## src/include/poker_cfg.svh

```systemverilog
`ifndef POKER_CFG_SVH
`define POKER_CFG_SVH

// Chip counts up to 2047
`define POKER_CHIP_W 11

// Table settings loaded at reset
`define POKER_DEF_SB 1
`define POKER_DEF_BB 2
`define POKER_DEF_STACK 200

// Configuration register address
`define POKER_CFG_ADDR_W 2

`endif

```

## src/hdl/poker_pkg.sv

```systemverilog
`include "poker_cfg.svh"

package poker_pkg;

    typedef logic [`POKER_CHIP_W-1:0] chips_t;

    typedef enum logic [2:0] {
        idle,
        pre_flop,
        flop,
        turn,
        river,
        showdown
    } street_t;

    typedef enum logic [1:0] {post_blinds, sb_to_act, bb_to_act, round_done} bet_stage_t;

    typedef enum logic [1:0] {check_call, bet_raise, fold} action_kind_t;

    typedef enum logic {role_sb, role_bb} role_t;

    typedef enum logic [`POKER_CFG_ADDR_W-1:0] {addr_sb, addr_bb, addr_stack} cfg_addr_t;

    typedef enum logic [1:0] {op_pay, op_award, op_split} ledger_op_t;

    // Amount is the raise above the call
    typedef struct packed {
        action_kind_t kind;
        chips_t       amount;
    } player_action_t;

    typedef struct packed {
        logic       valid;
        ledger_op_t op;
        role_t      role;
        chips_t     amount;
    } ledger_cmd_t;

    typedef struct packed {
        chips_t sb_size;
        chips_t bb_size;
        chips_t start_stack;
    } table_cfg_t;

    // Winner 0 is player 1
    typedef struct packed {
        logic winner;
        logic draw;
    } eval_result_t;

    typedef struct packed {
        logic  valid;
        logic  draw;
        role_t role;
    } award_req_t;

endpackage

```

## src/hdl/table_config_regs.sv

```systemverilog
`timescale 1ns/1ps
`include "poker_cfg.svh"

module table_config_regs
    import poker_pkg::*;
(
    input  logic       clk,
    input  logic       reset,
    input  logic       cfg_we,
    input  cfg_addr_t  cfg_addr,
    input  chips_t     cfg_data,
    input  logic       hand_active,
    output table_cfg_t cfg
);

    // Settings only change between hands
    always_ff @(posedge clk) begin
        if (reset) begin
            cfg.sb_size     <= `POKER_DEF_SB;
            cfg.bb_size     <= `POKER_DEF_BB;
            cfg.start_stack <= `POKER_DEF_STACK;
        end else if (cfg_we && !hand_active) begin
            case (cfg_addr)
                addr_sb: begin
                    cfg.sb_size <= cfg_data;
                end
                addr_bb: begin
                    // Big blind never below small blind
                    cfg.bb_size <= (cfg_data < cfg.sb_size) ? cfg.sb_size : cfg_data;
                end
                addr_stack: begin
                    cfg.start_stack <= cfg_data;
                end
                default: ;
            endcase
        end
    end

endmodule

```

## src/hdl/hand_sequencer.sv

```systemverilog
`timescale 1ns/1ps

module hand_sequencer
    import poker_pkg::*;
(
    input  logic         clk,
    input  logic         reset,
    input  logic         action_valid,
    input  logic         ready_in,
    input  logic         round_done,
    input  logic         fold_end,
    input  logic         all_in,
    input  logic         eval_ack,
    input  eval_result_t eval_result,
    output street_t      street,
    output logic         button,
    output logic         hand_active,
    output logic         hand_start,
    output award_req_t   showdown_award,
    output logic         eval_req
);

    // Result already taken, waiting for ack to drop
    logic eval_done;

    assign hand_active = (street != idle);
    assign hand_start  = (street == idle) && action_valid && ready_in;

    always_ff @(posedge clk) begin
        if (reset) begin
            street         <= idle;
            button         <= 1'b0;
            eval_req       <= 1'b0;
            eval_done      <= 1'b0;
            showdown_award <= '0;
        end else begin
            showdown_award.valid <= 1'b0;
            case (street)
                idle: begin
                    if (hand_start) begin
                        street <= pre_flop;
                    end
                end
                pre_flop, flop, turn, river: begin
                    if (round_done) begin
                        if (fold_end) begin
                            street <= idle;
                            button <= ~button;
                        end else if (all_in || street == river) begin
                            street   <= showdown;
                            eval_req <= 1'b1;
                        end else begin
                            street <= street_t'(street + 3'd1);
                        end
                    end
                end
                showdown: begin
                    if (eval_req && eval_ack) begin
                        eval_req       <= 1'b0;
                        eval_done      <= 1'b1;
                        // Seat winner to role: player 2 is sb when button is high
                        showdown_award <= '{
                            valid: 1'b1,
                            draw:  eval_result.draw,
                            role:  role_t'(eval_result.winner ^ button)
                        };
                    end else if (eval_done && !eval_ack) begin
                        eval_done <= 1'b0;
                        street    <= idle;
                        button    <= ~button;
                    end
                end
                default: begin
                    street <= idle;
                end
            endcase
        end
    end

endmodule

```

## src/hdl/betting_round.sv

```systemverilog
`timescale 1ns/1ps

module betting_round
    import poker_pkg::*;
(
    input  logic           clk,
    input  logic           reset,
    input  street_t        street,
    input  logic           hand_start,
    input  logic           action_valid,
    input  player_action_t action,
    input  table_cfg_t     cfg,
    input  chips_t         sb_stack,
    input  chips_t         bb_stack,
    input  award_req_t     showdown_award,
    output logic           ready,
    output role_t          to_act,
    output chips_t         pot,
    output chips_t         call_amount,
    output chips_t         min_raise,
    output logic           round_done,
    output logic           fold_end,
    output logic           all_in,
    output ledger_cmd_t    ledger_cmd
);

    localparam int CW = $bits(chips_t);

    bet_stage_t  stage;
    chips_t      sb_inv;
    chips_t      bb_inv;
    logic        both_played;
    logic        folded;
    logic        act_now;
    chips_t      actor_inv;
    chips_t      other_inv;
    chips_t      actor_stack;
    chips_t      raise_amt;
    chips_t      call_pay;
    chips_t      raise_pay;

    // Payment limited to what the player still has
    function automatic chips_t cap(input logic [CW:0] want, input chips_t limit);
        if (want > {1'b0, limit}) begin
            return limit;
        end
        return want[CW-1:0];
    endfunction

    assign to_act      = (stage == bb_to_act) ? role_bb : role_sb;
    assign actor_inv   = (stage == bb_to_act) ? bb_inv : sb_inv;
    assign other_inv   = (stage == bb_to_act) ? sb_inv : bb_inv;
    assign actor_stack = (stage == bb_to_act) ? bb_stack : sb_stack;
    assign call_amount = (other_inv > actor_inv) ? other_inv - actor_inv : '0;

    assign ready      = (street == idle) || (stage == sb_to_act) || (stage == bb_to_act);
    assign act_now    = action_valid && ((stage == sb_to_act) || (stage == bb_to_act));
    assign round_done = (stage == poker_pkg::round_done);
    assign fold_end   = folded;
    assign all_in     = ((sb_stack == '0) || (bb_stack == '0)) && !folded;

    // Raise below the minimum is lifted to it
    assign raise_amt = (action.amount < min_raise) ? min_raise : action.amount;
    assign call_pay  = cap({1'b0, call_amount}, actor_stack);
    assign raise_pay = cap({1'b0, call_amount} + {1'b0, raise_amt}, actor_stack);

    // One ledger command per cycle, applied on the same edge as the pot
    always_comb begin
        ledger_cmd = '0;
        if (stage == post_blinds) begin
            ledger_cmd.valid = 1'b1;
            ledger_cmd.op    = op_pay;
            if (!both_played) begin
                ledger_cmd.role   = role_sb;
                ledger_cmd.amount = cap({1'b0, cfg.sb_size}, sb_stack);
            end else begin
                ledger_cmd.role   = role_bb;
                ledger_cmd.amount = cap({1'b0, cfg.bb_size}, bb_stack);
            end
        end else if (act_now) begin
            ledger_cmd.valid = 1'b1;
            case (action.kind)
                check_call: begin
                    ledger_cmd.op     = op_pay;
                    ledger_cmd.role   = to_act;
                    ledger_cmd.amount = call_pay;
                end
                bet_raise: begin
                    ledger_cmd.op     = op_pay;
                    ledger_cmd.role   = to_act;
                    ledger_cmd.amount = raise_pay;
                end
                fold: begin
                    ledger_cmd.op     = op_award;
                    ledger_cmd.role   = role_t'(~to_act);
                    ledger_cmd.amount = pot;
                end
                default: begin
                    ledger_cmd.valid = 1'b0;
                end
            endcase
        end else if (showdown_award.valid) begin
            ledger_cmd.valid  = 1'b1;
            ledger_cmd.op     = showdown_award.draw ? op_split : op_award;
            ledger_cmd.role   = showdown_award.role;
            ledger_cmd.amount = pot;
        end
    end

    always_ff @(posedge clk) begin
        if (reset) begin
            stage       <= poker_pkg::round_done;
            sb_inv      <= '0;
            bb_inv      <= '0;
            pot         <= '0;
            min_raise   <= '0;
            both_played <= 1'b0;
            folded      <= 1'b0;
        end else begin
            if (ledger_cmd.valid) begin
                if (ledger_cmd.op == op_pay) begin
                    pot <= pot + ledger_cmd.amount;
                    if (ledger_cmd.role == role_sb) begin
                        sb_inv <= sb_inv + ledger_cmd.amount;
                    end else begin
                        bb_inv <= bb_inv + ledger_cmd.amount;
                    end
                end else begin
                    pot <= '0;
                end
            end

            if (hand_start) begin
                stage       <= post_blinds;
                sb_inv      <= '0;
                bb_inv      <= '0;
                min_raise   <= cfg.bb_size;
                both_played <= 1'b0;
                folded      <= 1'b0;
            end else begin
                case (stage)
                    post_blinds: begin
                        // both_played marks the small blind as posted here
                        both_played <= ~both_played;
                        if (both_played) begin
                            stage <= sb_to_act;
                        end
                    end
                    sb_to_act, bb_to_act: begin
                        if (action_valid) begin
                            both_played <= 1'b1;
                            case (action.kind)
                                check_call: begin
                                    if (both_played) begin
                                        stage <= poker_pkg::round_done;
                                    end else begin
                                        stage <= (stage == sb_to_act) ? bb_to_act : sb_to_act;
                                    end
                                end
                                bet_raise: begin
                                    min_raise <= raise_amt;
                                    stage     <= (stage == sb_to_act) ? bb_to_act : sb_to_act;
                                end
                                fold: begin
                                    folded <= 1'b1;
                                    stage  <= poker_pkg::round_done;
                                end
                                default: ;
                            endcase
                        end
                    end
                    default: begin
                        // New street: big blind opens with fresh investments
                        if (!folded && !all_in &&
                            (street == pre_flop || street == flop || street == turn)) begin
                            stage       <= bb_to_act;
                            sb_inv      <= '0;
                            bb_inv      <= '0;
                            min_raise   <= cfg.bb_size;
                            both_played <= 1'b0;
                        end
                    end
                endcase
            end
        end
    end

endmodule

```

## src/hdl/chip_ledger.sv

```systemverilog
`timescale 1ns/1ps

module chip_ledger
    import poker_pkg::*;
(
    input  logic        clk,
    input  logic        reset,
    input  logic        button,
    input  logic        hand_start,
    input  table_cfg_t  cfg,
    input  ledger_cmd_t ledger_cmd,
    output chips_t      sb_stack,
    output chips_t      bb_stack,
    output chips_t      p1_stack,
    output chips_t      p2_stack
);

    chips_t sb_next;
    chips_t bb_next;
    chips_t half;

    // Button high puts player 2 on the small blind
    assign sb_stack = button ? p2_stack : p1_stack;
    assign bb_stack = button ? p1_stack : p2_stack;

    // Odd chip of a split stays with the big blind
    assign half = ledger_cmd.amount >> 1;

    always_comb begin
        sb_next = sb_stack;
        bb_next = bb_stack;
        if (ledger_cmd.valid) begin
            case (ledger_cmd.op)
                op_pay: begin
                    if (ledger_cmd.role == role_sb) begin
                        sb_next = sb_stack - ledger_cmd.amount;
                    end else begin
                        bb_next = bb_stack - ledger_cmd.amount;
                    end
                end
                op_award: begin
                    if (ledger_cmd.role == role_sb) begin
                        sb_next = sb_stack + ledger_cmd.amount;
                    end else begin
                        bb_next = bb_stack + ledger_cmd.amount;
                    end
                end
                op_split: begin
                    sb_next = sb_stack + half;
                    bb_next = bb_stack + (ledger_cmd.amount - half);
                end
                default: ;
            endcase
        end
    end

    always_ff @(posedge clk) begin
        if (reset) begin
            p1_stack <= '0;
            p2_stack <= '0;
        end else if (hand_start && (p1_stack == '0 || p2_stack == '0)) begin
            p1_stack <= cfg.start_stack;
            p2_stack <= cfg.start_stack;
        end else begin
            p1_stack <= button ? bb_next : sb_next;
            p2_stack <= button ? sb_next : bb_next;
        end
    end

endmodule

```

## src/hdl/poker_table_top.sv

```systemverilog
`timescale 1ns/1ps

module poker_table_top
    import poker_pkg::*;
(
    input  logic           clk,
    input  logic           reset,
    input  logic           action_valid,
    input  player_action_t action,
    input  logic           cfg_we,
    input  cfg_addr_t      cfg_addr,
    input  chips_t         cfg_data,
    input  logic           eval_ack,
    input  eval_result_t   eval_result,
    output logic           ready,
    output street_t        street,
    output logic           button,
    output role_t          to_act,
    output chips_t         pot,
    output chips_t         call_amount,
    output chips_t         min_raise,
    output chips_t         p1_stack,
    output chips_t         p2_stack,
    output logic           eval_req
);

    table_cfg_t  cfg;
    logic        hand_active;
    logic        hand_start;
    logic        round_done;
    logic        fold_end;
    logic        all_in;
    award_req_t  showdown_award;
    ledger_cmd_t ledger_cmd;
    chips_t      sb_stack;
    chips_t      bb_stack;

    table_config_regs u_cfg (
        .clk,
        .reset,
        .cfg_we,
        .cfg_addr,
        .cfg_data,
        .hand_active,
        .cfg
    );

    hand_sequencer u_seq (
        .clk,
        .reset,
        .action_valid,
        .ready_in (ready),
        .round_done,
        .fold_end,
        .all_in,
        .eval_ack,
        .eval_result,
        .street,
        .button,
        .hand_active,
        .hand_start,
        .showdown_award,
        .eval_req
    );

    betting_round u_bet (
        .clk,
        .reset,
        .street,
        .hand_start,
        .action_valid,
        .action,
        .cfg,
        .sb_stack,
        .bb_stack,
        .showdown_award,
        .ready,
        .to_act,
        .pot,
        .call_amount,
        .min_raise,
        .round_done,
        .fold_end,
        .all_in,
        .ledger_cmd
    );

    chip_ledger u_ledger (
        .clk,
        .reset,
        .button,
        .hand_start,
        .cfg,
        .ledger_cmd,
        .sb_stack,
        .bb_stack,
        .p1_stack,
        .p2_stack
    );

endmodule

```

## config.mk

```make
export PLATFORM = sky130hd
export DESIGN_NAME = poker_table_top
export DESIGN_NICKNAME = d
export VERILOG_FILES = /design/src/hdl/poker_pkg.sv /design/src/hdl/table_config_regs.sv /design/src/hdl/hand_sequencer.sv /design/src/hdl/betting_round.sv /design/src/hdl/chip_ledger.sv /design/src/hdl/poker_table_top.sv
export VERILOG_INCLUDE_DIRS = /design/src /design/src/include
export SDC_FILE = /design/constraint.sdc
export NUM_CORES = 1
export LEC_CHECK = 0
export ABC_AREA = 1
export BUFFER_PORTS_ARGS = -buffer_cell sky130_fd_sc_hd__buf_2
export CORE_MARGIN = 1
export CORE_UTILIZATION = 65
export DETAILED_ROUTE_END_ITERATION = 6
export HOLD_SLACK_MARGIN = 0.05
export PLACE_DENSITY = 0.89
export SLEW_MARGIN = 0
export SYNTH_ARGS = -nofsm -noshare
export SYNTH_HDL_FRONTEND = slang
export SYNTH_HIERARCHICAL = 1
export SYNTH_SLANG_ARGS = --single-unit
```

## constraint.sdc

```tcl
create_clock -name clk -period 13.4 [get_ports clk]
set_input_delay 2.68 -clock clk [delete_from_list [all_inputs] [get_ports clk]]
set_output_delay 2.68 -clock clk [all_outputs]
set_load 0.03 [all_outputs]
```

==> impl_results.md <==
- Iter 0 DRT Violations: 2495
- Grt ovf: 0
- Area grow syn2layout: 6.11%
- First-pass GRT wire length: 80.3 mm
- Slew HR: 27.8%
- Input/output buffers: 94
- Routed via count: 17376
- Root Driver: clkbuf_16
- I/O pins: 95
- HP Class: reg2reg
- Remaining DRCs: 4
- Number of flops mapped to enable cells by yosys: 0
- Core area: 22700 sq um
- Synthesized cell area: 15100 sq um
- Synth unique cells: 60
- Critical path data arrival time: 10180 ps
- Final nets: 2793
- CTS sink cnt: 112
- Wire per inst: 18.1 um
- Pre-antenna DRT Iters: 7
- WP data required: 13640 ps
- Die Wd: 155 um
- Gp weighted congestion: 1.05
- Final setup TNS: 0 ps
- Delay-heaviest family, CP: simple AND/OR/NAND/NOR gates
- Clock buffer depth: 2
- Final hold violations: 0
- Vias in the first global route: 15593
- RSZ-0062 raised after global routing: no
- Main synth FF type: dfxtp_1
- Status: complete, but fails checks
- Synth warn: 6
- Fmax: 101 MHz
- Cts hold-fix bufs: 0
- Post CTS Setup Buffer Count: 0
- Clock latency on the worst-skew pair: 380 ps
- Sequential area share after synthesis: 14.8%
- Final-report setup violation count: 0
- Slowest CP cell: nor2_1
- Die Area: 23900 sq um
- CP startpoint kind: input port
- Most used cell, CP: nand2_1
- CTS H-Tree Depth: 3
- Initial antenna violation count: 0
- Final worst path period need: 9940 ps
- Post-CTS Resized: 0
- Vias per cell: 6.10
- Synth Instances: 2503
- Initial core utilization: 66.6%
- Commonest non-fill, non-tap cell in the layout: nand2_1
- #FFs+latches synth: 112
- CTS clock-pin slew for the worst setup and hold paths: 90 ps
- Critical path's largest stage delay: 680 ps
- Die height: 155 um
- Worst setup margin: 3460 ps
- Worst clock skew: 22.2 ps
- Num rows: 55
- Violations in the final reports: design-rule violations
- Leading cell types in the layout, fill and taps excluded: nand2_1, inv_1, a21oi_1
- CP Capture Type: flop
- Final Slew Violations: 0
- TritonCTS Buffers: 9
- Largest net degree at the start of global routing: 63
- Antenna viol nets, final: 0
- Synthesized area per cell: 6.04 sq um
- ANT cells: 0
- Fillers: 2076
- Share of cells above drive strength 1: 9.59%
- Critical path class: in2reg
- Syn_nets: 2736
- CP Buf/Inv Count: 7
- Max Cap Violations: 0
- CP Max Fanout: 20
- DP HPWL: 40.3 mm
- Drt total wl: 51.5 mm
- Tcrit/Tclk final: 74.2%
- CTS tree: built
- Synth async-reset ratio: 0%
- Least-Margin Pin Slew: 1080 ps
- Pre-CTS setup slack: 3310 ps
- Total global routing track utilization: 42.5%
## Yosys cell counts, types with 24 or more instances
cell	instances	area, sq um
dfxtp_1	112	2240
nand2_1	638	2390
nand4_1	33	206
o21ai_0	163	816
nand3_1	187	936
nor2_1	213	800
inv_1	366	1370
o211ai_1	24	180
xor2_1	27	236
a21oi_1	229	1150
buf_2	25	125
clkbuf_1	25	93.8
nand2_2	31	194
ha_1	181	2260
## path summary, 6_finish.rpt
path / slack, ps / end / cells past startpoint / from
worst max-delay path: 3460 / u_ledger/p1_stack[4] / 45 / action[6]
worst min register to register: 480 / u_seq/eval_req / 2 / u_seq/eval_req
worst min-delay path: 480 / u_seq/eval_req / 2 / u_seq/eval_req
worst max register to register: 4650 / u_ledger/p1_stack[4] / 48 / u_bet/stage[0]
## state kept, by name, indices dropped and copies added (netlist names)
| signal | flops |
|---|---|
| u_cfg/cfg | 33 |
| u_seq/street | 3 |
| u_seq/eval_done | 1 |
| u_bet/stage | 2 |
| u_ledger/p1_stack | 11 |
| u_seq/eval_req | 1 |
| u_bet/bb_inv | 11 |
| u_ledger/p2_stack | 11 |
| u_seq/showdown_award | 3 |
| u_seq/button | 1 |
| u_bet/min_raise | 11 |
| u_bet/sb_inv | 11 |
| u_bet/both_played | 1 |
| u_bet/pot | 11 |
| u_bet/fold_end | 1 |
## worst min-delay path: cells and delay by family (launching register included)
kind | cells | cell delay (ps)
DFF | 1 | 330
AOI/OAI and AO/OA | 1 | 60
buffers and inverters | 1 | 50
## area by class of cell
cell class | count | area, sq um | area share [%]
well taps | 285 | 357 | 2.22
repair buffers | 118 | 651 | 4.06
multi-input cells | 1934 | 11000 | 68.8
inverters | 385 | 1460 | 9.07
clock inverters | 7 | 76.3 | 0.476
flip-flops and latches | 112 | 2240 | 14.0
clock buffers | 9 | 225 | 1.40
## per-stage QoR
step           utilization [%]  area (sq um)  hold WS [ps]  instances
2_1_floorplan                -         15100           442       2503
4_1_cts                   70.6         16000           485       2850
6_report                  70.6         16000           478       2850
5_1_grt                   70.6         16000           516       2850
3_3_place_gp              69.3         15700           448       2834
3_5_place_dp              69.3         15700           470       2834
## cell families after synthesis
kind of cell,Yosys count,synth area share [%]
flops,112,14.8
buf+inv,457,12.3
xor+xnor,43,2.54
simple gates,1185,34.3
fa+ha+maj,200,17.5
compound gates,506,18.6
## per-layer routing
metal	global-route usage [%]	share of wire (%)
met2	66.9	43
met5	0	0
met3	7.96	11
met1	56.2	41
met4	19.8	4.3
Power is left out: the tool's default activity adds up to more than one toggle a clock period on the data nets, which glitch-free logic cannot reach.
